===== src/source/dcache_defines.svh =====
`ifndef DCACHE_DEFINES_SVH
`define DCACHE_DEFINES_SVH

// address and data width
`define DCACHE_XLEN 32

// address split: tag | index | offset
`define DCACHE_OFFSET_W 6   // 64-byte line
`define DCACHE_INDEX_W 7    // 128 lines
`define DCACHE_TAG_W 19     // what is left of the address

// one bank per word of a line
`define DCACHE_WORDS 16

// line burst, beats minus one
`define DCACHE_BURST_LEN 15

// top address nibble of the uncached window
`define DCACHE_UNCACHE_NIBBLE 4'hA

`endif


===== src/source/dcache_pkg.sv =====
`include "dcache_defines.svh"

`default_nettype none

package dcache_pkg;

  // one data word on the cpu side and in every bank
  typedef logic [`DCACHE_XLEN-1:0] word_t;

  // one strobe bit per byte
  typedef logic [`DCACHE_XLEN/8-1:0] strb_t;

  typedef logic [`DCACHE_INDEX_W-1:0] index_t;  // line number
  typedef logic [`DCACHE_TAG_W-1:0] tag_t;

  // word within a line, also the burst beat number
  typedef logic [$clog2(`DCACHE_WORDS)-1:0] word_sel_t;

  // tag store entry, 21 bits
  typedef struct packed {
    logic valid;  // line holds data
    logic dirty;  // line differs from memory
    tag_t tag;
  } tag_entry_t;

endpackage

`default_nettype wire


===== src/source/bank_if.sv =====
`include "dcache_defines.svh"

`default_nettype none

// controller side of the data banks
interface bank_ctrl_if import dcache_pkg::*; ();
  index_t index;       // line being looked up or filled
  word_sel_t word_sel; // cpu word in the line
  word_sel_t beat;     // burst counter
  logic fill_we;       // one refill beat
  word_t fill_data;
  logic store_we;      // strobed store hit
  word_t store_data;
  strb_t store_strb;
  word_t hit_word;     // bank word at word_sel
  word_t wb_word;      // bank word at beat, victim data

  modport ctrl (output index, word_sel, beat, fill_we, fill_data,
                output store_we, store_data, store_strb, input hit_word, wb_word);
  modport steer (input index, word_sel, beat, fill_we, fill_data,
                 input store_we, store_data, store_strb);
  modport select (input word_sel, beat, output hit_word, wb_word);
endinterface

// per-bank wires
interface bank_array_if import dcache_pkg::*; ();
  index_t index;                  // shared by all banks
  logic we [`DCACHE_WORDS];
  word_t wdata [`DCACHE_WORDS];
  word_t rdata [`DCACHE_WORDS];   // async read

  modport feed (output index, we, wdata, input rdata);
  modport bank (input index, we, wdata, output rdata);
  modport drain (input rdata);
endinterface

`default_nettype wire


===== src/source/bank_write_steer.sv =====
`include "dcache_defines.svh"

`default_nettype none

// routes refill beats and store hits to the one bank they touch
module bank_write_steer import dcache_pkg::*; (
  bank_ctrl_if.steer ctrl,
  bank_array_if.feed banks
);

  // byte merge of a store into the word already in the bank
  function automatic word_t merge_store(word_t old_word, word_t new_word, strb_t strb);
    word_t merged;
    merged = old_word;
    for (int i = 0; i < $bits(strb_t); i++) begin
      if (strb[i]) begin
        merged[8*i +: 8] = new_word[8*i +: 8];  // strobed byte wins
      end
    end
    return merged;
  endfunction

  assign banks.index = ctrl.index;  // all banks share the line

  always_comb begin
    for (int b = 0; b < `DCACHE_WORDS; b++) begin
      // refill picks the bank by beat, a store by address word
      banks.we[b] = (ctrl.fill_we && ctrl.beat == word_sel_t'(b)) ||
                    (ctrl.store_we && ctrl.word_sel == word_sel_t'(b));
      if (ctrl.fill_we) begin
        banks.wdata[b] = ctrl.fill_data;  // full word from the bus
      end else begin
        banks.wdata[b] = merge_store(banks.rdata[b], ctrl.store_data, ctrl.store_strb);
      end
    end
  end

endmodule

`default_nettype wire


===== src/flat_wrapper.sv =====
// flat-port wrapper written by rule: the top's interface ports become plain ports
module bank_write_steer_flat import dcache_pkg::*;
  (ctrl_index, ctrl_word_sel, ctrl_beat, ctrl_fill_we, ctrl_fill_data, ctrl_store_we, ctrl_store_data, ctrl_store_strb, banks_index, banks_we, banks_wdata, banks_rdata);
  bank_ctrl_if ctrl_i ();
  bank_array_if banks_i ();
  input wire logic [$bits(ctrl_i.index)-1:0] ctrl_index;
  input wire logic [$bits(ctrl_i.word_sel)-1:0] ctrl_word_sel;
  input wire logic [$bits(ctrl_i.beat)-1:0] ctrl_beat;
  input wire logic [$bits(ctrl_i.fill_we)-1:0] ctrl_fill_we;
  input wire logic [$bits(ctrl_i.fill_data)-1:0] ctrl_fill_data;
  input wire logic [$bits(ctrl_i.store_we)-1:0] ctrl_store_we;
  input wire logic [$bits(ctrl_i.store_data)-1:0] ctrl_store_data;
  input wire logic [$bits(ctrl_i.store_strb)-1:0] ctrl_store_strb;
  output wire logic [$bits(banks_i.index)-1:0] banks_index;
  output wire logic [$bits(banks_i.we)-1:0] banks_we;
  output wire logic [$bits(banks_i.wdata)-1:0] banks_wdata;
  input wire logic [$bits(banks_i.rdata)-1:0] banks_rdata;
  assign ctrl_i.index = ctrl_index;
  assign ctrl_i.word_sel = ctrl_word_sel;
  assign ctrl_i.beat = ctrl_beat;
  assign ctrl_i.fill_we = ctrl_fill_we;
  assign ctrl_i.fill_data = ctrl_fill_data;
  assign ctrl_i.store_we = ctrl_store_we;
  assign ctrl_i.store_data = ctrl_store_data;
  assign ctrl_i.store_strb = ctrl_store_strb;
  assign banks_index = banks_i.index;
  assign banks_we = {>>{banks_i.we}};
  assign banks_wdata = {>>{banks_i.wdata}};
  assign banks_i.rdata = {>>{banks_rdata}};
  bank_write_steer u_core (.ctrl(ctrl_i), .banks(banks_i));
endmodule

===== config.mk =====
export PLATFORM = sky130hd
export DESIGN_NAME = bank_write_steer_flat
export DESIGN_NICKNAME = d
export VERILOG_FILES = /design/src/source/dcache_pkg.sv /design/src/source/bank_if.sv /design/src/source/bank_write_steer.sv /design/src/flat_wrapper.sv
export VERILOG_INCLUDE_DIRS = /design/src /design/src/source
export SDC_FILE = /design/constraint.sdc
export NUM_CORES = 1
export LEC_CHECK = 0
export BUFFER_PORTS_ARGS = -buffer_cell sky130_fd_sc_hd__buf_2
export CORE_AREA = 2 2 437 439
export DETAILED_ROUTE_END_ITERATION = 8
export DIE_AREA = 0 0 439 441
export PLACE_DENSITY_LB_ADDON = 0.2
export SYNTH_ARGS = -nofsm -noshare
export SYNTH_HDL_FRONTEND = slang
export SYNTH_SLANG_ARGS = --single-unit

===== constraint.sdc =====
create_clock -name vclk -period 1
set_input_delay 0.1 -clock vclk [all_inputs]
set_output_delay 0.1 -clock vclk [all_outputs]
set_load 0.02 [all_outputs]

Word-level counts from Yosys, hierarchy flattened
Cells that the tools add are included.
{"block": "totals", "ff_bits": 0, "input_bits": 597}
{"block": "op_classes", "n_eq_ne": 30, "n_mux": 80, "reduce_logical": 50}
{"operator": "$mux 32", "count": 16}
{"operator": "$mux 8", "count": 64}
{"operator": "$eq 4x4->1 const B", "count": 16}
{"operator": "$eq 4x3->1 const B", "count": 8}
{"operator": "$logic_and 1x1->1", "count": 32}
{"operator": "$eq 4x2->1 const B", "count": 4}
{"operator": "$logic_or 1x1->1", "count": 16}
{"operator": "$eq 4x1->1 const B", "count": 2}
{"operator": "$logic_not 4->1", "count": 2}

Logic depth before layout (Yosys ltp)
{"block": "depth", "depth_word": 3, "ltp_mapped": 5, "mapped_depth_nobuf": 2}

Worst setup path after synthesis
OpenSTA, ideal clock, no wires.
{"block": "synth_path", "path_kind": "in2out", "startpoint": "input ctrl_fill_we", "endpoint": "output banks_we[12]", "arrival_time_ns": 1.158, "t_required_ns": 0.900, "setup_slack_ns": -0.258, "path_stages": 4, "n_path_buf": 2, "cell_sequence": "buf_4 > buf_6 > or3b_1 > o22ai_1"}
{"block": "synth_via", "elab_chain_len": 2}
{"element": "from (decl)", "line": "flat_wrapper.sv:9", "rtl": "input wire logic [$bits(ctrl_i.fill_we)-1:0] ctrl_fill_we;"}
{"element": "$logic_and 1x1->1", "line": "bank_write_steer.sv:28", "rtl": "banks.we[b] = (ctrl.fill_we && ctrl.beat == word_sel_t'(b)) ||"}
{"element": "$logic_or 1x1->1", "line": "bank_write_steer.sv:28"}
{"element": "to (decl)", "line": "flat_wrapper.sv:15", "rtl": "output wire logic [$bits(banks_i.we)-1:0] banks_we;"}
No other way between the ends.

Worst setup path after layout
{"block": "layout_path", "startpoint": "input ctrl_fill_we", "endpoint": "output banks_wdata[405]"}
{"block": "layout_via", "elab_chain_len": 1}
{"element": "$mux 32", "line": "bank_write_steer.sv:30", "rtl": "if (ctrl.fill_we) begin"}
{"element": "to (decl)", "line": "flat_wrapper.sv:16", "rtl": "output wire logic [$bits(banks_i.wdata)-1:0] banks_wdata;"}
No other way between the ends.

==> reports/metrics.yaml <==
global_route:
  largest_net_degree_at_the_start_of_global_routing: 34
  global_route_congestion_overflow_total: 0
  grt_first_pass_wirelength_um: 154000
  grt_pass1_vias: 14600
  initial_antenna_violation_count: 89
  groute.usage.overall_pct: 12.0
floorplanning:
  floorplan.io_pins: 1132
  floorplan.rows: 160
  die_width_um: 439
  fp.dieArea_mm2: 0.194
  die_height_um: 441
  design.core.area_mm2: 0.189
  initial_core_util_pct: 3.81
final_layout:
  final-instance-count-excl-fill: 5071
  clock_buffer_count: 0
  area_growth_pct: 256
  finalCoreUtilization_pct: 13.5
  n_sequential_cell: 0
  drive_gt1_share_pct: 78.8
  finish.instance_area_mm2: 0.0256
  finish.net_count: 3152
  fill_cell_total_of_the_finished_layout: 21800
  seqCellArea_um2: 0
worst_setup_path:
  cp_data_arrival_time_ps: 1360
  end_kind: "output pin"
  timing.setup.critical_path_class: "in -> out"
  worst-path-max-fanout: 11
  slowest_delay_ps: 190
  timing.critical_path.slowest_stage_cell: "a21oi_4"
  path_cells: "buf_12 > buf_16 > buf_12 > buf_12 > a21oi_4 > buf_12 > a21oi_1 > buf_4"
  cp.required_ps: 900
  cell_repeated_most_along_the_worst_path: "buf_12"
  worstSetupStartpointType: "input port"
outcome:
  failed_checks: "negative setup slack"
  run_status: "complete, but fails checks"
sta:
  maxSlewHeadroom_pct: 79.8
  setup_viol_count_final: 528
  layout_min_cycle_time_ps: 1460
  grt_setup_unrepaired: "yes"
  slew_viol_final: 0
  setup_ws_ps: -464
  clock.fmax_mhz: 683
  fin_tns_setup_ps: -177990
  report.final.hold_viol_count: 0
  worst_margin_pin_slew_ps: 302
  period_utilisation_layout_pct: 146
drt:
  avgRoutedWirePerCell_um: 25.0
  detail_route.drc_violations: 0
  detail_route.wirelength_um: 127000
  detail_route.first_pass.iterations: 5
  detail_route.vias_per_cell: 2.94
  initialDrtViolationCount: 685
  final_antenna_net_count: 0
  route.vias.total: 14900
run:
  max_cap_violations: 0
power:
  combinational_power_share_pct: 100.0
  internal-power_mw: 7.05
  switching_share_pct: 56.0
  p_leak_nw: 10.9
  net-switching-power_mw: 8.97
  vdd_drop_max_uv: 217
  power_density_mw_per_mm2: 625
  power.sequential.fraction_pct: 0
  pwr-share-clk_pct: 0
placed_design:
  placed_cell_area_mm2: 0.0222
  dp_hpwl_um: 113000
  dp_cells: 4973
  place.gp.congestion: 0.863
  portBuffers: 1118
yosys:
  post_synth.cell_area_avg_um2: 5.58
  synthesis.instances: 1290
  synth_fp_nets: 1887
  portion_of_the_post_synthesis_area_used_by_sequential_elements_pct: 0
  total_standard_cell_area_after_synthesis_mm2: 0.00720
  synth-warning-count: 0
  synth_cell_type_count: 16
clocking:
  post_cts_hold_buffer_count: 0
hold_path:
  hold_path.class: "in -> out"
==> cell usage after synthesis <==
| cell type | number | share of area, % |
|---|---|---|
| or3b_1 | 1 | 0.12 |
| nand3b_1 | 4 | 0.42 |
| nand2_1 | 2 | 0.10 |
| a21oi_1 | 518 | 36 |
| nand2b_1 | 516 | 45 |
| or3b_2 | 1 | 0.12 |
| nor2b_1 | 32 | 2.8 |
| buf_2 | 73 | 5.1 |
| o22ai_1 | 16 | 1.4 |
| buf_6 | 1 | 0.16 |
| clkbuf_1 | 85 | 4.4 |
| or2_2 | 2 | 0.17 |
| buf_1 | 1 | 0.052 |
| buf_4 | 10 | 1.0 |
| nand3_1 | 2 | 0.14 |
| a21oi_2 | 26 | 3.2 |
==> layout make-up <==
| type | instances | area, um^2 | share of cell area [%] |
|---|---|---|---|
| diodes | 7 | 17.5 | 0.0684 |
| multi-input cells | 1120 | 11300 | 44.2 |
| well taps | 2511 | 3140 | 12.3 |
| repair buffers | 1433 | 11100 | 43.5 |
==> placed cells by master (no fill, tap or decap), drive strengths merged <==
| master | instances |
|---|---|
| a21oi | 544 |
| buf | 1420 |
| bufbuf | 4 |
| clkbuf | 9 |
| diode | 7 |
| nand2 | 2 |
| nand2b | 516 |
| nand3 | 2 |
| nand3b | 4 |
| nor2b | 32 |
| o22ai | 16 |
| or2 | 2 |
| or3b | 2 |
==> path summary, 6_finish.rpt <==
kind	slack (ps)	cells past startpoint	startpoint	end
max	-460	8	ctrl_fill_we	banks_wdata[405]
min	200	0	ctrl_index[0]	banks_index[0]
==> stage by stage <==
| step | hold slack [ps] | total power [mW] | worst slack (ps) |
|---|---|---|---|
| floorplan | 313 | 7.32 | -204 |
| global placement | 200 | 14.0 | -983 |
| detailed placement | 200 | 14.0 | -1000 |
| CTS | 200 | 15.1 | -495 |
| global route | 200 | 16.9 | -496 |
| finish | 200 | 16.0 | -464 |
==> per-layer routing <==
layer  GRT usage (%)  vias up  part of all wire [%]
li1                -     6860                     -
met1            14.7     7138                    41
met2            20.0      715                    47
met3            5.18      166                    10
met4            1.18       22                   1.4
met5               0        -                  0.11
==> worst max-delay path, delay by kind of cell <==
family,cells,cell delay (ps)
buffers and inverters,6,930
AOI/OAI and AO/OA,2,270
==> power by group through the flow <==
stage | Clock (mW) | Combinational (mW) | Sequential [mW]
floorplan | 0 | 7.32 | 0
global placement | 0 | 14.0 | 0
detailed placement | 0 | 14.0 | 0
CTS | 0 | 15.1 | 0
global route | 0.000000554 | 16.9 | 0
finish | 0.000000950 | 16.0 | 0
==> cells by family after synthesis <==
family / share of synthesized area (%)
simple gates: 48.7
buf+inv: 10.8
compound gates: 40.6
==> timing repair <==
action                     CTS  global route
setup buffers               41            39
gates cloned                 8             7
pin swaps                   17            27
setup endpoints to repair  528           528
resized for setup          251           359
Power figures use the tool's default switching activity.
