--- src/source/dcache_defines.svh ---
`ifndef DCACHE_DEFINES_SVH
`define DCACHE_DEFINES_SVH

// address and data width
`define DCACHE_XLEN 32

// address split: tag | index | offset
`define DCACHE_OFFSET_W 6   // 64-byte line
`define DCACHE_INDEX_W 7    // 128 lines
`define DCACHE_TAG_W 19     // what is left of the address

// one bank per word of a line
`define DCACHE_WORDS 16

// line burst, beats minus one
`define DCACHE_BURST_LEN 15

// top address nibble of the uncached window
`define DCACHE_UNCACHE_NIBBLE 4'hA

`endif

--- src/source/dcache_pkg.sv ---
`include "dcache_defines.svh"

`default_nettype none

package dcache_pkg;

  // one data word on the cpu side and in every bank
  typedef logic [`DCACHE_XLEN-1:0] word_t;

  // one strobe bit per byte
  typedef logic [`DCACHE_XLEN/8-1:0] strb_t;

  typedef logic [`DCACHE_INDEX_W-1:0] index_t;  // line number
  typedef logic [`DCACHE_TAG_W-1:0] tag_t;

  // word within a line, also the burst beat number
  typedef logic [$clog2(`DCACHE_WORDS)-1:0] word_sel_t;

  // tag store entry, 21 bits
  typedef struct packed {
    logic valid;  // line holds data
    logic dirty;  // line differs from memory
    tag_t tag;
  } tag_entry_t;

endpackage

`default_nettype wire

--- src/source/bank_if.sv ---
`include "dcache_defines.svh"

`default_nettype none

// controller side of the data banks
interface bank_ctrl_if import dcache_pkg::*; ();
  index_t index;       // line being looked up or filled
  word_sel_t word_sel; // cpu word in the line
  word_sel_t beat;     // burst counter
  logic fill_we;       // one refill beat
  word_t fill_data;
  logic store_we;      // strobed store hit
  word_t store_data;
  strb_t store_strb;
  word_t hit_word;     // bank word at word_sel
  word_t wb_word;      // bank word at beat, victim data

  modport ctrl (output index, word_sel, beat, fill_we, fill_data,
                output store_we, store_data, store_strb, input hit_word, wb_word);
  modport steer (input index, word_sel, beat, fill_we, fill_data,
                 input store_we, store_data, store_strb);
  modport select (input word_sel, beat, output hit_word, wb_word);
endinterface

// per-bank wires
interface bank_array_if import dcache_pkg::*; ();
  index_t index;                  // shared by all banks
  logic we [`DCACHE_WORDS];
  word_t wdata [`DCACHE_WORDS];
  word_t rdata [`DCACHE_WORDS];   // async read

  modport feed (output index, we, wdata, input rdata);
  modport bank (input index, we, wdata, output rdata);
  modport drain (input rdata);
endinterface

`default_nettype wire

--- src/source/word_select.sv ---
`include "dcache_defines.svh"

`default_nettype none

// drains the banks: cpu hit word and write-back word
module word_select import dcache_pkg::*; (
  bank_ctrl_if.select ctrl,
  bank_array_if.drain banks
);

  word_t hit_word;
  word_t wb_word;

  always_comb begin
    hit_word = '0;
    wb_word  = '0;
    for (int b = 0; b < `DCACHE_WORDS; b++) begin
      // word addressed by the cpu
      if (ctrl.word_sel == word_sel_t'(b)) begin
        hit_word = banks.rdata[b];
      end
      // victim word follows the burst counter directly
      if (ctrl.beat == word_sel_t'(b)) begin
        wb_word = banks.rdata[b];
      end
    end
  end

  assign ctrl.hit_word = hit_word;
  assign ctrl.wb_word  = wb_word;  // next word shows once beat moves on

endmodule

`default_nettype wire

--- src/flat_wrapper.sv ---
// flat-port wrapper written by rule: the top's interface ports become plain ports
module word_select_flat import dcache_pkg::*;
  (ctrl_word_sel, ctrl_beat, ctrl_hit_word, ctrl_wb_word, banks_rdata);
  bank_ctrl_if ctrl_i ();
  bank_array_if banks_i ();
  input wire logic [$bits(ctrl_i.word_sel)-1:0] ctrl_word_sel;
  input wire logic [$bits(ctrl_i.beat)-1:0] ctrl_beat;
  output wire logic [$bits(ctrl_i.hit_word)-1:0] ctrl_hit_word;
  output wire logic [$bits(ctrl_i.wb_word)-1:0] ctrl_wb_word;
  input wire logic [$bits(banks_i.rdata)-1:0] banks_rdata;
  assign ctrl_i.word_sel = ctrl_word_sel;
  assign ctrl_i.beat = ctrl_beat;
  assign ctrl_hit_word = ctrl_i.hit_word;
  assign ctrl_wb_word = ctrl_i.wb_word;
  assign banks_i.rdata = {>>{banks_rdata}};
  word_select u_core (.ctrl(ctrl_i), .banks(banks_i));
endmodule
--- config.mk ---
export PLATFORM = sky130hd
export DESIGN_NAME = word_select_flat
export DESIGN_NICKNAME = d
export VERILOG_FILES = /design/src/source/dcache_pkg.sv /design/src/source/bank_if.sv /design/src/source/word_select.sv /design/src/flat_wrapper.sv
export VERILOG_INCLUDE_DIRS = /design/src /design/src/source
export SDC_FILE = /design/constraint.sdc
export NUM_CORES = 1
export LEC_CHECK = 0
export ABC_AREA = 1
export BUFFER_PORTS_ARGS = -buffer_cell sky130_fd_sc_hd__buf_2
export CORE_AREA = 2 2 228 230
export DETAILED_ROUTE_END_ITERATION = 6
export DIE_AREA = 0 0 230 232
export SLEW_MARGIN = 5
export SYNTH_ARGS = -nofsm -noshare
export SYNTH_HDL_FRONTEND = slang
export SYNTH_SLANG_ARGS = --single-unit
--- constraint.sdc ---
create_clock -name vclk -period 2.35
set_input_delay 0.3525 -clock vclk [all_inputs]
set_output_delay 0.3525 -clock vclk [all_outputs]
set_load 0.01 [all_outputs]
# Word level (Yosys, flattened, before mapping)
# Index checks and enable logic that the tools add are counted.
[totals] latchBits=0 regBits=0 ram_bits=0 in_bits=520 mem_count=0 romBits=0 output_inout_bits=64 elab_cells=64
[op_classes] bitwise=0 n_eq_ne=30 shifts=0 add_sub_neg=0 n_lt_le_gt_ge=0 n_div=0 reduce_logical=2 mul=0 mux=32
[op_table] op="32-bit two-way mux" count=32
[op_table] op="4-bit equality test, second input constant" count=16
[op_table] op="4-bit by 3-bit equality test with 1-bit output, second input constant" count=8
[op_table] op="4-bit by 2-bit equality test with 1-bit output, second input constant" count=4
[op_table] op="4-bit by 1-bit equality test with 1-bit output, second input constant" count=2
[op_table] op="4-bit zero test" count=2

# Longest topological paths before layout
[logic_depth] word_depth=17 ltp_mapped=14 depth_no_buf=13

# Least setup slack after synthesis
# Ideal clock, no wire load.
[synth_path] kind="in2out" startpoint="input port ctrl_beat[1]" endpoint="output port ctrl_wb_word[24]" n_path_buf=1 arrival_ns=1.548 t_required_ns=1.997 path_slack_ns=0.450 stages=13 path_cell_list="nor2_2 > inv_1 > nor2_2 > inv_1 > clkbuf_1 > o21ai_0 > inv_1 > nand2_1 > nand3_1 > nand2_1 > nand3_1 > nand2_1 > nand3_1"
[synth_between] elab_chain_cells=17 word_cells_on_any_way=32 cone_classes="15 x eq/ne; 16 x mux; 1 x reduce/logical"
[synth_lines] item="start: declaration" line_no="flat_wrapper.sv:7" text="input wire logic [$bits(ctrl_i.beat)-1:0] ctrl_beat;"
[synth_lines] item="4-bit zero test" line_no="word_select.sv:23" text="if (ctrl.beat == word_sel_t'(b)) begin"
[synth_lines] item="32-bit two-way mux (15 in series)" line_no="word_select.sv:23"
[synth_lines] item="32-bit two-way mux (*)" line_no="word_select.sv:23"
[synth_lines] item="end: declaration" line_no="flat_wrapper.sv:9" text="output wire logic [$bits(ctrl_i.wb_word)-1:0] ctrl_wb_word;"
# Every way passes the cells marked *; elsewhere a longest branch is shown, timed or not.

# Final worst setup path
[layout_path] startpoint="input port ctrl_word_sel[1]" endpoint="output port ctrl_hit_word[0]"
[layout_between] elab_chain_cells=17 word_cells_on_any_way=32 cone_classes="15 x eq/ne; 16 x mux; 1 x reduce/logical"
[layout_lines] item="start: declaration" line_no="flat_wrapper.sv:6" text="input wire logic [$bits(ctrl_i.word_sel)-1:0] ctrl_word_sel;"
[layout_lines] item="4-bit zero test" line_no="word_select.sv:19" text="if (ctrl.word_sel == word_sel_t'(b)) begin"
[layout_lines] item="32-bit two-way mux (15 in series)" line_no="word_select.sv:19"
[layout_lines] item="32-bit two-way mux (*)" line_no="word_select.sv:19"
[layout_lines] item="end: declaration" line_no="flat_wrapper.sv:8" text="output wire logic [$bits(ctrl_i.hit_word)-1:0] ctrl_hit_word;"
# Marked as above.

==> summary by stage <==
Status
The flow ran to the end, but the final reports show violations. The final reports fail on negative setup slack.

Placed design
After detailed placement, the design holds a cell count of 3,224. The congestion estimate from routability-driven global placement came to ~0.99. Summing all placed instances gives a cell area of 0.01350 mm2.

The setup slack after placement is -344.4 ps. After legalization and detailed placement, the total HPWL measured 57.20 mm. Input and output buffers added on the ports amount to 584.

Synth
The biggest area contributor in the post-synthesis netlist is sky130_fd_sc_hd__nand2_1. Counting every net in the synthesized netlist gives approximately 2,400. The synthesized netlist contains 17 unique library cells.

The count of mapped cells out of synthesis is 1,892. Summing the areas of all fa, ha and maj instances in the mapped netlist gives 0% of the synthesized area. The sequential area share after synthesis is 0%. After synthesis, the share of cell area in mux cells is 0%. The area share of the largest cell type after synthesis is 31.88%. A synthesized cell averages about 4.3 um2.

Yosys printed 0 warnings. The cell area that synthesis handed to floorplanning was 0.008194 mm2. By area, the combinational part of the netlist is dominated by simple AND/OR/NAND/NOR gates. Of the total synthesized cell area, the portion taken by AND, OR, NAND and NOR gates is 79.07%.

The xor-xnor portion of the synthesized cell area is 0%. Sorting the synthesized cells by area gives the leading types as sky130_fd_sc_hd__nand2_1 32%, sky130_fd_sc_hd__nand3_1 17%, sky130_fd_sc_hd__nand4_1 12%, sky130_fd_sc_hd__nor2_1 12%, sky130_fd_sc_hd__inv_1 8.9%. The post-synthesis compound-gate area fraction is 6.352%.

Drt
In the final routed layout, each cell accounts on average for 21.53 um. After detailed routing, the number of remaining DRC violations is 0. For this block, the via count after detailed routing is 16,143. The iteration-0 DRC count of the detailed router is approximately 1,300. Once detail routing completed, the nets flagged for antenna violations numbered 0. The first detailed-routing pass took 6 iterations.

In the routed layout, each cell is associated on average with a via count of around 4.9. After detailed routing, the total wire length is between 70 and 80 mm.

Power
In this run the static leakage power is 0.008033 uW. Cell internal power was estimated by the tool at between 1000 and 1500 uW. The worst-case IR drop observed on VDD is around 0.11 mV. The clock network power share is 0%.

Power spread over the standard cell area amounts to about 190 mW/mm2. The combinational group share of total power is 100.0%. Overall power consumption after layout is estimated at 3015 uW.

The power dissipated by switching net loads is 1743 uW. The switching power share of the total is 57.83%. Sequential cells burn 0% of the power.

Die
The number of ports placed on the die boundary is 584. In this run the horizontal extent of the chip is 230 um. Measured along the y axis, the die boundary spans 232 um. The die area is roughly 0.053 mm2.

The number of rows in the core area is 83. The initial core utilization is between 10% and 20%. The core region is around 0.05 mm2.

Final layout
The growth of design area from synthesis to finish is 97.34%. The design has 0 sequential cells. The net count of the finished layout is 3,126. The count of clock buffers in the final design is 0. The finished cells cover between 0.015 and 0.02 mm2. The count of non-filler cells in the finished layout is 3,300. Summing all multi-input logic gate instances after layout gives 0.008451 mm2. The most frequent standard cell in the layout excluding fill and tap cells is sky130_fd_sc_hd__nand2_1. In the layout the commonest cells are 642 x sky130_fd_sc_hd__nand2_1, 558 x sky130_fd_sc_hd__buf_2, 189 x sky130_fd_sc_hd__nand3_1. The post-route netlist has 45.12% of its cells at a drive strength greater than 1. The number of fillers in the final layout is 5,895. Registers take 0 um2. Once layout is complete, the utilization of the core stands at 31.78%.

Global routing
The maximum number of pins on one net before global-route repair is 33. The number of antenna violations at the first check in global routing is 21. The total global routing overflow is 0.

The total track usage is 24.60%. The first global-routing pass estimated 98.13 mm of wire. The via count of the first global-routing pass came to between 10,000 and 15,000.

STA
The worst pin sits at a relative slew slack of 62.99%. Dividing the final minimum period by the clock period gives 113.1%. The hold violation count in the final report was 0. Subtracting the final worst setup slack from the clock period gives roughly 2700 ps.

The transition time at the pin with the least slew margin is 553.9 ps. The count of pins over their slew limit was 0. The achievable clock frequency is 376.2 MHz. Setup violations remaining at the end of the flow were counted as between 60 and 70. The final critical-path setup slack is -307.9 ps. Setup repair after global routing could not meet its margin everywhere.

Worst setup path
For the worst setup path, the data required time is 2000 ps. The top fanout value on the critical path is 5. The kind of start point of the critical path is a primary input. The type of element capturing the critical path is an output pin. The type of the worst setup path is in2out. Data on the critical path arrives at its endpoint at 2310 ps.

Min path
The type of the tightest min-delay check is in2out.

Job
Across the run, the number of max-cap violations was 0.
==> cell families (layout without fill, tap and decap cells) <==
| family | after synthesis | after routing |
|---|---|---|
| AND/OR/NAND/NOR | 1477 | 1478 |
| buffers and inverters | 311 | 1022 |
| AO/OA/AOI/OAI | 104 | 104 |
| other | 0 | 16 |
==> Yosys cell counts <==
master / instances
sky130_fd_sc_hd__o21ai_0: 27
sky130_fd_sc_hd__or2_2: 28
sky130_fd_sc_hd__nand4_1: 161
sky130_fd_sc_hd__inv_1: 195
sky130_fd_sc_hd__nor3_1: 38
sky130_fd_sc_hd__nand2_1: 696
sky130_fd_sc_hd__buf_2: 22
sky130_fd_sc_hd__or2_0: 10
sky130_fd_sc_hd__a21oi_1: 77
sky130_fd_sc_hd__inv_2: 3
sky130_fd_sc_hd__nand2_2: 1
sky130_fd_sc_hd__nor2_4: 1
sky130_fd_sc_hd__nand3_1: 277
sky130_fd_sc_hd__buf_1: 2
sky130_fd_sc_hd__nor2_1: 252
sky130_fd_sc_hd__nor2_2: 13
sky130_fd_sc_hd__clkbuf_1: 89
==> through the flow <==
step	TNS, ps	hold WS, ps
global placement	-16170	1026
global route	-16500	1029
CTS	-6894	1023
floorplan	0	828.7
detailed placement	-17020	1023
finish	-10250	1015
==> layout make-up <==
type               count  area share, %
inverters            198          4.743
diodes                16         0.2476
repair buffers       824          37.49
multi-input cells   1582          52.26
well taps            680          5.262
==> power by group through the flow <==
stage,Clock [uW],Sequential (uW),Combinational [uW]
5_1_grt,0.000626,0,3210
2_1_floorplan,0,0,922
3_3_place_gp,0,0,2470
3_5_place_dp,0,0,2470
6_report,0.000914,0,3010
4_1_cts,0,0,2840
==> critical path: stages <==
cell and delay [ps]:
sky130_fd_sc_hd__buf_8 100, sky130_fd_sc_hd__buf_8 130, sky130_fd_sc_hd__buf_6 110, sky130_fd_sc_hd__nand2_4 70
sky130_fd_sc_hd__nor2_4 80, sky130_fd_sc_hd__buf_12 160, sky130_fd_sc_hd__a21oi_2 130, sky130_fd_sc_hd__nand4_1 240
sky130_fd_sc_hd__nand2_1 150, sky130_fd_sc_hd__nand4_1 270, sky130_fd_sc_hd__nor3_2 210, sky130_fd_sc_hd__nand4_1 120
sky130_fd_sc_hd__buf_2 160
==> timing repair <==
action / CTS / global route
resized for setup: 312 / 194
gates cloned: 16 / 3
setup endpoints to repair: 64 / 64
hold buffers: 0 / 0
setup buffers: 34 / 23
pin swaps: 127 / 165
==> routing by layer <==
metal,global-route usage [%],up-vias,part of all wire [%]
met2,41.74,986,46
li1,-,7591,-
met1,32.06,7383,42
met4,6.492,14,3.6
met3,4.150,169,8.1
met5,0,-,0.13
==> worst paths after layout <==
kind,startpoint,end,slack (ps),depth (start not counted)
max,ctrl_word_sel[1],ctrl_hit_word[0],-310,13
min,banks_rdata[18],ctrl_hit_word[18],1010,4
(Power assumes the default switching activity.)
