File: src/source/dcache_defines.svh
`ifndef DCACHE_DEFINES_SVH
`define DCACHE_DEFINES_SVH

// address and data width
`define DCACHE_XLEN 32

// address split: tag | index | offset
`define DCACHE_OFFSET_W 6   // 64-byte line
`define DCACHE_INDEX_W 7    // 128 lines
`define DCACHE_TAG_W 19     // what is left of the address

// one bank per word of a line
`define DCACHE_WORDS 16

// line burst, beats minus one
`define DCACHE_BURST_LEN 15

// top address nibble of the uncached window
`define DCACHE_UNCACHE_NIBBLE 4'hA

`endif

File: src/source/dcache_pkg.sv
`include "dcache_defines.svh"

`default_nettype none

package dcache_pkg;

  // one data word on the cpu side and in every bank
  typedef logic [`DCACHE_XLEN-1:0] word_t;

  // one strobe bit per byte
  typedef logic [`DCACHE_XLEN/8-1:0] strb_t;

  typedef logic [`DCACHE_INDEX_W-1:0] index_t;  // line number
  typedef logic [`DCACHE_TAG_W-1:0] tag_t;

  // word within a line, also the burst beat number
  typedef logic [$clog2(`DCACHE_WORDS)-1:0] word_sel_t;

  // tag store entry, 21 bits
  typedef struct packed {
    logic valid;  // line holds data
    logic dirty;  // line differs from memory
    tag_t tag;
  } tag_entry_t;

endpackage

`default_nettype wire

File: src/source/mem_bus_pkg.sv
`include "dcache_defines.svh"

`default_nettype none

package mem_bus_pkg;

  // transfer size code, bytes per beat
  typedef logic [3:0] bus_size_t;

  // burst length, beats minus one
  typedef logic [7:0] bus_len_t;

  localparam bus_size_t BUS_SIZE_BYTE = 4'd1;
  localparam bus_size_t BUS_SIZE_HALF = 4'd2;
  localparam bus_size_t BUS_SIZE_WORD = 4'd4;

  // whole line, 16 beats
  localparam bus_len_t BUS_LEN_LINE = bus_len_t'(`DCACHE_BURST_LEN);
  // uncached access, one beat
  localparam bus_len_t BUS_LEN_SINGLE = 8'd0;

endpackage

`default_nettype wire

File: src/source/bank_if.sv
`include "dcache_defines.svh"

`default_nettype none

// controller side of the data banks
interface bank_ctrl_if import dcache_pkg::*; ();
  index_t index;       // line being looked up or filled
  word_sel_t word_sel; // cpu word in the line
  word_sel_t beat;     // burst counter
  logic fill_we;       // one refill beat
  word_t fill_data;
  logic store_we;      // strobed store hit
  word_t store_data;
  strb_t store_strb;
  word_t hit_word;     // bank word at word_sel
  word_t wb_word;      // bank word at beat, victim data

  modport ctrl (output index, word_sel, beat, fill_we, fill_data,
                output store_we, store_data, store_strb, input hit_word, wb_word);
  modport steer (input index, word_sel, beat, fill_we, fill_data,
                 input store_we, store_data, store_strb);
  modport select (input word_sel, beat, output hit_word, wb_word);
endinterface


`default_nettype wire

File: src/source/dcache_ctrl.sv
`include "dcache_defines.svh"

`default_nettype none

// lookup fsm, tag store and bus sequencing
module dcache_ctrl import dcache_pkg::*, mem_bus_pkg::*; (
  input  wire logic clk,
  input  wire logic rst,
  // cpu port
  input  word_t     cpu_addr_i,
  input  bus_size_t cpu_size_i,
  input  strb_t     cpu_strb_i,
  input  wire logic cpu_req_i,
  input  wire logic cpu_we_i,
  input  word_t     cpu_wdata_i,
  output word_t     cpu_rdata_o,
  output logic      cpu_ready_o,
  // bus read side
  output word_t     bus_araddr_o,
  output logic      bus_arvalid_o,
  output bus_size_t bus_arsize_o,
  output bus_len_t  bus_arlen_o,
  input  wire logic bus_rvalid_i,
  input  word_t     bus_rdata_i,
  // bus write side
  output word_t     bus_awaddr_o,
  output logic      bus_awvalid_o,
  output bus_size_t bus_awsize_o,
  output bus_len_t  bus_awlen_o,
  output strb_t     bus_wstrb_o,
  output word_t     bus_wdata_o,
  input  wire logic bus_wready_i,
  bank_ctrl_if.ctrl data
);

  typedef enum logic [2:0] {
    ST_RESET, ST_IDLE, ST_WRITE_BACK, ST_REFILL, ST_UNC_READ, ST_UNC_WRITE
  } state_t;

  state_t state;
  word_sel_t beat_q;    // burst counter
  logic ready_q;        // one-cycle done pulse
  logic arvalid_q;
  logic awvalid_q;
  word_t araddr_q;
  word_t awaddr_q;
  word_t unc_rdata_q;   // last uncached read, aligned
  word_t unc_aligned;
  word_t rdata_shift;
  tag_entry_t tag_rd;
  tag_entry_t tag_wdata;
  logic tag_we;

  // address split
  tag_t addr_tag;
  index_t addr_index;
  word_sel_t addr_word;
  assign addr_tag   = cpu_addr_i[`DCACHE_XLEN-1 -: `DCACHE_TAG_W];
  assign addr_index = cpu_addr_i[`DCACHE_OFFSET_W +: `DCACHE_INDEX_W];
  assign addr_word  = cpu_addr_i[2 +: $bits(word_sel_t)];

  logic uncached;
  logic hit;
  logic accept;
  logic store_hit;
  logic rd_beat;
  logic wr_beat;
  logic last_beat;
  assign uncached  = cpu_addr_i[`DCACHE_XLEN-1 -: 4] == `DCACHE_UNCACHE_NIBBLE;
  assign hit       = tag_rd.valid && tag_rd.tag == addr_tag;
  assign accept    = state == ST_IDLE && cpu_req_i && !ready_q;  // req ignored in ready cycle
  assign store_hit = accept && !uncached && hit && cpu_we_i;
  assign rd_beat   = arvalid_q && bus_rvalid_i;
  assign wr_beat   = awvalid_q && bus_wready_i;
  assign last_beat = beat_q == word_sel_t'(`DCACHE_BURST_LEN);

  // tag store, written on a store hit or the last refill beat
  assign tag_we    = store_hit || (state == ST_REFILL && rd_beat && last_beat);
  assign tag_wdata = '{valid: 1'b1, dirty: store_hit, tag: addr_tag};

  line_ram #(.entry_t(tag_entry_t)) u_tag_store (
    .clk     (clk),
    .rst     (rst),
    .addr_i  (addr_index),
    .we_i    (tag_we),
    .wdata_i (tag_wdata),
    .rdata_o (tag_rd)
  );

  always_ff @(posedge clk) begin
    if (rst) begin
      state     <= ST_RESET;
      beat_q    <= '0;
      ready_q   <= 1'b0;
      arvalid_q <= 1'b0;
      awvalid_q <= 1'b0;
    end else begin
      ready_q <= 1'b0;
      case (state)
        ST_RESET: state <= ST_IDLE;
        ST_IDLE: begin
          beat_q <= '0;
          if (accept && uncached) begin
            if (cpu_we_i) begin
              state     <= ST_UNC_WRITE;
              awvalid_q <= 1'b1;
            end else begin
              state     <= ST_UNC_READ;
              arvalid_q <= 1'b1;
            end
          end else if (accept && hit) begin
            ready_q <= 1'b1;  // read or write hit done next cycle
          end else if (accept && tag_rd.valid && tag_rd.dirty) begin
            state     <= ST_WRITE_BACK;  // victim goes out first
            awvalid_q <= 1'b1;
          end else if (accept) begin
            state     <= ST_REFILL;
            arvalid_q <= 1'b1;
          end
        end
        ST_WRITE_BACK: begin
          if (wr_beat && last_beat) begin
            awvalid_q <= 1'b0;
            arvalid_q <= 1'b1;  // straight into refill
            beat_q    <= '0;
            state     <= ST_REFILL;
          end else if (wr_beat) begin
            beat_q <= beat_q + 1'b1;
          end
        end
        ST_REFILL: begin
          if (rd_beat && last_beat) begin
            arvalid_q <= 1'b0;
            beat_q    <= '0;
            state     <= ST_IDLE;  // lookup retries as a hit
          end else if (rd_beat) begin
            beat_q <= beat_q + 1'b1;
          end
        end
        ST_UNC_READ: begin
          if (rd_beat) begin
            arvalid_q <= 1'b0;
            ready_q   <= 1'b1;
            state     <= ST_IDLE;
          end
        end
        ST_UNC_WRITE: begin
          if (wr_beat) begin
            awvalid_q <= 1'b0;
            ready_q   <= 1'b1;
            state     <= ST_IDLE;
          end
        end
        default: state <= ST_IDLE;
      endcase
    end
  end

  // bus addresses latched once per request
  always_ff @(posedge clk) begin
    if (accept) begin
      araddr_q <= uncached ? cpu_addr_i : {addr_tag, addr_index, {`DCACHE_OFFSET_W{1'b0}}};
      awaddr_q <= uncached ? cpu_addr_i : {tag_rd.tag, addr_index, {`DCACHE_OFFSET_W{1'b0}}};
    end
    if (state == ST_UNC_READ && rd_beat) begin
      unc_rdata_q <= unc_aligned;
    end
  end

  // uncached read data, zero-extended by size and offset
  assign rdata_shift = bus_rdata_i >> {cpu_addr_i[1:0], 3'b000};
  always_comb begin
    case (cpu_size_i)
      BUS_SIZE_BYTE: unc_aligned = {24'b0, rdata_shift[7:0]};
      BUS_SIZE_HALF: unc_aligned = {16'b0, rdata_shift[15:0]};
      default:       unc_aligned = bus_rdata_i;  // full word
    endcase
  end

  assign cpu_rdata_o = uncached ? unc_rdata_q : data.hit_word;
  assign cpu_ready_o = ready_q;

  // bank side
  assign data.index      = addr_index;
  assign data.word_sel   = addr_word;
  assign data.beat       = beat_q;
  assign data.fill_we    = state == ST_REFILL && rd_beat;
  assign data.fill_data  = bus_rdata_i;
  assign data.store_we   = store_hit;
  assign data.store_data = cpu_wdata_i;
  assign data.store_strb = cpu_strb_i;

  // bus outputs, burst vs single beat
  assign bus_araddr_o  = araddr_q;
  assign bus_arvalid_o = arvalid_q;
  assign bus_arsize_o  = (state == ST_UNC_READ) ? cpu_size_i : BUS_SIZE_WORD;
  assign bus_arlen_o   = (state == ST_UNC_READ) ? BUS_LEN_SINGLE : BUS_LEN_LINE;
  assign bus_awaddr_o  = awaddr_q;
  assign bus_awvalid_o = awvalid_q;
  assign bus_awsize_o  = (state == ST_UNC_WRITE) ? cpu_size_i : BUS_SIZE_WORD;
  assign bus_awlen_o   = (state == ST_UNC_WRITE) ? BUS_LEN_SINGLE : BUS_LEN_LINE;
  assign bus_wstrb_o   = (state == ST_UNC_WRITE) ? cpu_strb_i : '1;
  assign bus_wdata_o   = (state == ST_WRITE_BACK) ? data.wb_word : cpu_wdata_i;

endmodule

`default_nettype wire

File: src/source/line_ram.sv
`include "dcache_defines.svh"

`default_nettype none

// one entry per cache line, async read, write at the edge
module line_ram import dcache_pkg::*; #(
  parameter type entry_t = word_t
) (
  input  wire logic   clk,
  input  wire logic   rst,
  input  index_t      addr_i,
  input  wire logic   we_i,
  input  entry_t      wdata_i,
  output entry_t      rdata_o
);

  localparam int LINES = 1 << `DCACHE_INDEX_W;

  entry_t mem [LINES];

  always_ff @(posedge clk) begin
    if (rst) begin
      for (int i = 0; i < LINES; i++) begin
        mem[i] <= '0;  // tags come up invalid and clean
      end
    end else if (we_i) begin
      mem[addr_i] <= wdata_i;
    end
  end

  assign rdata_o = mem[addr_i];  // same-cycle lookup

endmodule

`default_nettype wire

File: src/flat_wrapper.sv
// flat-port wrapper written by rule: the top's interface ports become plain ports
module dcache_ctrl_flat import dcache_pkg::*, mem_bus_pkg::*;
  (clk, rst, cpu_addr_i, cpu_size_i, cpu_strb_i, cpu_req_i, cpu_we_i, cpu_wdata_i, cpu_rdata_o, cpu_ready_o, bus_araddr_o, bus_arvalid_o, bus_arsize_o, bus_arlen_o, bus_rvalid_i, bus_rdata_i, bus_awaddr_o, bus_awvalid_o, bus_awsize_o, bus_awlen_o, bus_wstrb_o, bus_wdata_o, bus_wready_i, data_index, data_word_sel, data_beat, data_fill_we, data_fill_data, data_store_we, data_store_data, data_store_strb, data_hit_word, data_wb_word);
  bank_ctrl_if data_i ();
  input  wire logic clk;
  input  wire logic rst;
  input  word_t cpu_addr_i;
  input  bus_size_t cpu_size_i;
  input  strb_t cpu_strb_i;
  input  wire logic cpu_req_i;
  input  wire logic cpu_we_i;
  input  word_t cpu_wdata_i;
  output word_t cpu_rdata_o;
  output logic cpu_ready_o;
  output word_t bus_araddr_o;
  output logic bus_arvalid_o;
  output bus_size_t bus_arsize_o;
  output bus_len_t bus_arlen_o;
  input  wire logic bus_rvalid_i;
  input  word_t bus_rdata_i;
  output word_t bus_awaddr_o;
  output logic bus_awvalid_o;
  output bus_size_t bus_awsize_o;
  output bus_len_t bus_awlen_o;
  output strb_t bus_wstrb_o;
  output word_t bus_wdata_o;
  input  wire logic bus_wready_i;
  output wire logic [$bits(data_i.index)-1:0] data_index;
  output wire logic [$bits(data_i.word_sel)-1:0] data_word_sel;
  output wire logic [$bits(data_i.beat)-1:0] data_beat;
  output wire logic [$bits(data_i.fill_we)-1:0] data_fill_we;
  output wire logic [$bits(data_i.fill_data)-1:0] data_fill_data;
  output wire logic [$bits(data_i.store_we)-1:0] data_store_we;
  output wire logic [$bits(data_i.store_data)-1:0] data_store_data;
  output wire logic [$bits(data_i.store_strb)-1:0] data_store_strb;
  input wire logic [$bits(data_i.hit_word)-1:0] data_hit_word;
  input wire logic [$bits(data_i.wb_word)-1:0] data_wb_word;
  assign data_index = data_i.index;
  assign data_word_sel = data_i.word_sel;
  assign data_beat = data_i.beat;
  assign data_fill_we = data_i.fill_we;
  assign data_fill_data = data_i.fill_data;
  assign data_store_we = data_i.store_we;
  assign data_store_data = data_i.store_data;
  assign data_store_strb = data_i.store_strb;
  assign data_i.hit_word = data_hit_word;
  assign data_i.wb_word = data_wb_word;
  dcache_ctrl u_core (.clk(clk), .rst(rst), .cpu_addr_i(cpu_addr_i), .cpu_size_i(cpu_size_i), .cpu_strb_i(cpu_strb_i), .cpu_req_i(cpu_req_i), .cpu_we_i(cpu_we_i), .cpu_wdata_i(cpu_wdata_i), .cpu_rdata_o(cpu_rdata_o), .cpu_ready_o(cpu_ready_o), .bus_araddr_o(bus_araddr_o), .bus_arvalid_o(bus_arvalid_o), .bus_arsize_o(bus_arsize_o), .bus_arlen_o(bus_arlen_o), .bus_rvalid_i(bus_rvalid_i), .bus_rdata_i(bus_rdata_i), .bus_awaddr_o(bus_awaddr_o), .bus_awvalid_o(bus_awvalid_o), .bus_awsize_o(bus_awsize_o), .bus_awlen_o(bus_awlen_o), .bus_wstrb_o(bus_wstrb_o), .bus_wdata_o(bus_wdata_o), .bus_wready_i(bus_wready_i), .data(data_i));
endmodule
File: config.mk
export PLATFORM = sky130hd
export DESIGN_NAME = dcache_ctrl_flat
export DESIGN_NICKNAME = d
export VERILOG_FILES = /design/src/source/dcache_pkg.sv /design/src/source/mem_bus_pkg.sv /design/src/source/bank_if.sv /design/src/source/dcache_ctrl.sv /design/src/source/line_ram.sv /design/src/flat_wrapper.sv
export VERILOG_INCLUDE_DIRS = /design/src /design/src/source
export SDC_FILE = /design/constraint.sdc
export NUM_CORES = 2
export LEC_CHECK = 0
export ABC_AREA = 1
export BUFFER_PORTS_ARGS = -buffer_cell sky130_fd_sc_hd__buf_2
export CORE_ASPECT_RATIO = 1.2
export CORE_MARGIN = 3
export CORE_UTILIZATION = 55
export DETAILED_ROUTE_END_ITERATION = 8
export PLACE_DENSITY = 0.74
export RECOVER_POWER = 100
export SYNTH_ARGS = -nofsm -noshare
export SYNTH_HDL_FRONTEND = slang
export SYNTH_SLANG_ARGS = --single-unit
File: constraint.sdc
create_clock -name clk -period 11.7 [get_ports clk]
set_input_delay 0.585 -clock clk [delete_from_list [all_inputs] [get_ports clk]]
set_output_delay 0.585 -clock clk [all_outputs]
set_load 0.01 [all_outputs]
== After elaboration in Yosys (flattened, before gate mapping) ==
Memory sizes are Yosys's and may differ from the RTL's.
Cells that the tools add are included.
Widths: inputs -> output; s select.

* Equality and inequality tests: 23
* $add $sub $neg: 1
* Reductions and logical operators: 28
* Multiplexer cells: 53
* Shift-type cells: 1

{| class="wikitable"
|+ Operator list
! kind !! count
|-
| $mux 32 || 3
|-
| $pmux 32 s2 || 1
|-
| $mux 4 || 9
|-
| $shr 32x5->16 || 1
|-
| $mux 1 || 25
|-
| $mux 3 || 8
|-
| $mux 21 || 1
|-
| $reduce_or 21->1 || 1
|-
| $eq 19x19->1 || 1
|-
| $logic_and 1x1->1 || 17
|-
| $ne 3x3->1 const B || 5
|-
| $pmux 3 s5 || 1
|-
| $pmux 4 s3 || 1
|-
| $reduce_and 6->1 || 2
|-
| $eq 4x4->1 const B || 2
|-
| $reduce_and 8->1 || 1
|-
| $mux 7 || 1
|-
| $eq 3x2->1 const B || 2
|-
| $eq 3x3->1 const B || 2
|-
| $ne 2x1->1 const B || 3
|-
| $ne 3x2->1 const B || 2
|-
| $pmux 1 s3 || 2
|-
| $reduce_bool 3->1 || 2
|-
| $add 4x1->4 const B || 1
|-
| other kinds (11) || 12
|}

* Output and inout bits: 244
* Bits of input ports: 174
* Memory bits (writable): 2688
* Memories: 1
* Register bits after elaboration: 100
* Word-level logic and storage cells: 116

{| class="wikitable"
|+ Memories
! name !! words !! bits a word !! read ports !! clocked after memory_dff !! wr ports !! RTL line !! text
|-
| u_core.u_tag_store.mem || 128 || 21 || 1 || 0 || 128 || line_ram.sv:19 || <nowiki>entry_t mem [LINES];</nowiki>
|}

== Logic depth before layout (Yosys ltp) ==
* Depth after elaboration: 12
* Depth in mapped cells: 29

== Cells and area by module ==
From an unflattened synthesis, not the netlist that was laid out.

* Cells, all modules: 15419
* Area total of the unflattened synthesis: 132065.4 µm²

{| class="wikitable"
|+ Modules (own cells, without submodules)
! module !! times used !! area each (µm²) !! cells each !! seq. area each (µm²)
|-
| line_ram || 1 || 125942.0 || 14614 || 80717.4
|-
| dcache_ctrl || 1 || 6123.4 || 805 || 2692.6
|}

== Least setup slack after synthesis ==
No wires, ideal clock.

* Path kind: register to register
* From: register u_core.state[0]
* To: memory u_core.u_tag_store.mem[12][0] (netlist bit), enable pin
* Stages on the path, launching flop included: 16
* Library setup time: 377 ps
* Buffers on the path: 3
* Data required time: 11323 ps
* Arrival: 6388 ps
* Path slack: 4935 ps
* Clock period less this slack: 6765 ps
* Path through: dfxtp_1 -> inv_1 -> nor3_1 -> inv_1 -> nor3_1 -> inv_1 -> nor2_1 -> nand3_1 -> nor2_1 -> nand3_1 -> nand2_2 -> buf_12 -> buf_12 -> nand4_4 -> buf_6 -> nand2_1

{| class="wikitable"
|+ RTL lines
! element !! RTL line !! text
|-
| from (decl) || dcache_ctrl.sv:40 || <nowiki>state_t state;</nowiki>
|-
| from (signal assigned) || dcache_ctrl.sv:92 || <nowiki>state <= ST_RESET;</nowiki>
|-
| from (signal assigned) || dcache_ctrl.sv:100 || <nowiki>ST_RESET: state <= ST_IDLE;</nowiki>
|-
| from (signal assigned) || dcache_ctrl.sv:105 || <nowiki>state <= ST_UNC_WRITE;</nowiki>
|-
| to (decl) || line_ram.sv:19 ||
|}

==> results.rst <==
.. list-table::
   :header-rows: 1

   * - Metric
     - Value
   * - Start-to-end type of the worst setup path
     - input port to register
   * - Number of routed nets with antenna violations
     - 0
   * - Critical Path, Cell by Cell
     - buf_8 -> clkbuf_1 -> nand2_8 -> nor2_1 -> buf_12 -> nand2_1 -> nand4_1 -> o21ai_0 -> nand3_1 -> nand2_1 -> nand2_1 -> o21ai_0 -> nand2_1 -> nand3_1 -> nor2_1 -> nand3_1 -> nand2_8 -> nand4_1 -> nand2_1
   * - Clock tree from TritonCTS
     - built
   * - Die area
     - between 200000 and 300000 µm²
   * - Final Critical Period
     - slightly below 10 ns
   * - Number of violations reported at the end of detailed-routing iteration 0
     - 17637
   * - Netlist area before placement
     - between 100000 and 150000 µm²
   * - CTS clk-pin slew, worst paths
     - 0.06 ns
   * - Most common cell after layout, fill and taps aside
     - nand2_1
   * - Placement Rows
     - about 200
   * - TritonRoute pass-1 iters
     - 9
   * - Failing checks
     - max-capacitance violations, max-slew violations
   * - Dominant cell type by count on the critical path
     - nand2_1
   * - Final Skew
     - ~0.047 ns
   * - Setup TNS
     - 0 ns
   * - Number of fillers in the final layout
     - between 20000 and 25000
   * - Routability-driven placement congestion ratio
     - roughly 1.1
   * - Detailed-route DRC error count
     - 0
   * - Register-to-register setup slack
     - ~4.6 ns
   * - Net count, final
     - roughly 14000
   * - IR Drop Worst-Case VDD
     - 0.134 mV
   * - Static power due to leakage
     - a little over 0.06 µW
   * - Mean cell area of the mapped netlist
     - 9.63 µm²
   * - Signal arrival time at the worst endpoint
     - between 10 and 15 ns
   * - Cell count after synthesis
     - between 10000 and 15000
   * - Class of the tightest hold or removal check
     - input port to register
   * - Initial antenna violation count
     - 31
   * - Effective utilization at floorplan
     - 0.554
   * - Master cell of the clock root buffer
     - clkbuf_16
   * - Slew headroom
     - -1.18
   * - Critical Path Source Type
     - input port
   * - # IOs
     - around 420
   * - Layout overhead on the synthesized area
     - 5.22%
   * - Power per cell area
     - around 160 nW/µm²
   * - WL per Instance
     - 27.6 µm
   * - # setup viols final
     - 0
   * - Number of global-route vias before repair
     - ~98000
   * - Height of the chip
     - between 500 and 600 µm
   * - Unrepaired setup endpoints after global routing
     - false
   * - Area used by multi-input combinational logic
     - between 40000 and 50000 µm²
   * - Via count normalized by instance count
     - about 6
   * - Fraction of layout instances using a drive strength above 1
     - 0.136
   * - Leading cell types in the layout, fill and taps excluded
     - nand2_1 (3498), nor2_1 (2810), edfxtp_1 (2643)
   * - Synth warn
     - 0
   * - Num CTS Buffers
     - ~290
   * - Delay contributed by the slowest stage of the critical path
     - 1.80 ns
   * - Clk buf depth
     - 4
   * - Max-slew violation total from the final report
     - about 360
   * - Maximum number of pins on one net before global-route repair
     - 250
   * - Endpoint type of the worst setup path
     - register
   * - CP Data Required Time
     - 12.20 ns
   * - Total wire length after detailed routing
     - around 500000 µm
   * - Worst Hold Margin
     - 0.0683 ns
   * - Total vias in the final route
     - 104961
   * - Global Route Usage Sum
     - 0.366
   * - Result of the run
     - finished, violations left
   * - Final global-route overflow total
     - 0
   * - Htree depth
     - 5
   * - Sequential fraction of the synthesis area
     - 0.592
   * - Detailed Place HPWL
     - 297000 µm
   * - Final Hold Fails
     - 0
   * - TritonCTS Sinks
     - around 2800
   * - Count of cells resized by post-cts repair
     - 0
   * - Die extent in x
     - ~460 µm
   * - Slew @ Worst Pin
     - around 3.3 ns
   * - Placeable core region
     - around 250000 µm²
   * - Flop and latch count out of synthesis
     - about 2800
   * - Number of unique standard cell types used by synthesis
     - 47
   * - Max FO, Critical Path
     - between 70 and 80
   * - Port-buffer cells
     - a little over 400
   * - First-pass GRT wire length
     - a little under 700000 µm
   * - Max Cap Viol
     - 14
   * - Highest clock frequency the design can meet
     - 0.102 GHz
   * - Clock insertion delay at the later pin of the skew report
     - 0.89 ns
   * - Share of the cycle needed by the critical path after routing
     - 0.834
   * - Register Area
     - 82100 µm²
   * - Crit path max-delay cell type
     - nor2_1
## worst max-delay path, delay by kind of cell
family / cells / cell delay (ns)
buf+inv: 3 / 1.99
compound gates: 2 / 0.46
simple gates: 14 / 6.88
## cell usage after synthesis, drive strengths merged
library cell,instances,area [µm²]
o211ai,141,1060
nand3b,16,120
edfxtp,2643,79400
and3,1,6.26
and2,3,18.8
nor2,3772,18800
nor4,1,6.26
a211oi,1,7.51
o21ai,594,2970
nand3,411,2060
buf,790,5920
o22ai,58,363
a21o,1,7.51
xor2,3,26.3
a21boi,1,7.51
nand4,269,3310
nand2,3509,13200
inv,1005,3780
a21oi,279,1400
o21a,1,7.51
nor3,27,135
xnor2,1,8.76
dfxtp,138,2760
clkbuf,478,1790
o22a,2,17.5
conb,1,3.75
ha,1,12.5
a22oi,9,67.6
clkinv,6,22.5
or2,233,1460
o221ai,3,26.3
## flip-flops by register name, indices dropped and copies added (netlist names)
register	count
u_core.bus_araddr_o	25
u_core.bus_arvalid_o	1
u_core.bus_awaddr_o	26
u_core.bus_awvalid_o	1
u_core.cpu_ready_o	1
u_core.data.beat	4
u_core.state	3
u_core.u_tag_store.mem	2688
u_core.unc_rdata_q	32
## report_power, final
group | total, µW | internal (µW) | switching (µW) | leakage, µW
clock | 9430 | 5430 | 4000 | 0.00458
sequential | 11300 | 11200 | 114 | 0.0283
combinational | 2280 | 419 | 1860 | 0.0282
total | 23000 | 17100 | 5980 | 0.0611
## cell families after synthesis
kind of cell | share of synthesized area
buf+inv | 0.0830
other cells | 0.0000270
xor+xnor | 0.000253
simple gates | 0.282
fa+ha+maj | 0.0000902
flops | 0.592
compound gates | 0.0428
## worst paths after layout
check,startpoint,end,depth (start not counted)
hold / removal,bus_rdata_i[3],u_core.unc_rdata_q[3],3
setup / recovery,cpu_addr_i[7],u_core.u_tag_store.mem[34][14],19
hold reg to reg,u_core.u_tag_store.mem[124][20],u_core.u_tag_store.mem[124][20],2
setup reg to reg,u_core.u_tag_store.mem[69][15],u_core.u_tag_store.mem[34][14],20
## metal layers
| metal | vias to the layer above | track usage | part of all wire |
|---|---|---|---|
| met4 | 20 | 0.272 | 0.091 |
| met1 | 49477 | 0.454 | 0.33 |
| met3 | 1790 | 0.0991 | 0.13 |
| li1 | 45629 | - | - |
| met5 | - | 0.00262 | 0.00042 |
| met2 | 8045 | 0.550 | 0.44 |
## area by class of cell
class | count | area share
flip-flops and latches | 2781 | 0.563
well taps | 3349 | 0.0287
repair buffers | 582 | 0.0220
clock buffers | 387 | 0.0545
multi-input cells | 9345 | 0.295
inverters | 1011 | 0.0273
clock inverters | 130 | 0.00984
diodes | 13 | 0.000223
## stage by stage
stage	worst slack, ns	util	instances	instance area [µm²]	total power, µW
after floorplan	4.94	-	14405	139000	12800
after CTS	4.14	0.593	17585	148000	22900
after detailed placement	3.22	0.555	17066	139000	13800
final	1.94	0.583	17598	146000	23000
after global placement	3.34	0.555	17066	139000	13700
after global routing	1.84	0.582	17590	146000	23500
## what timing repair did
action / CTS / global route
hold buffers: 2 / 0
setup buffers: 0 / 0
hold endpoints to repair: 2 / 0
Power figures use the tool's default switching activity.
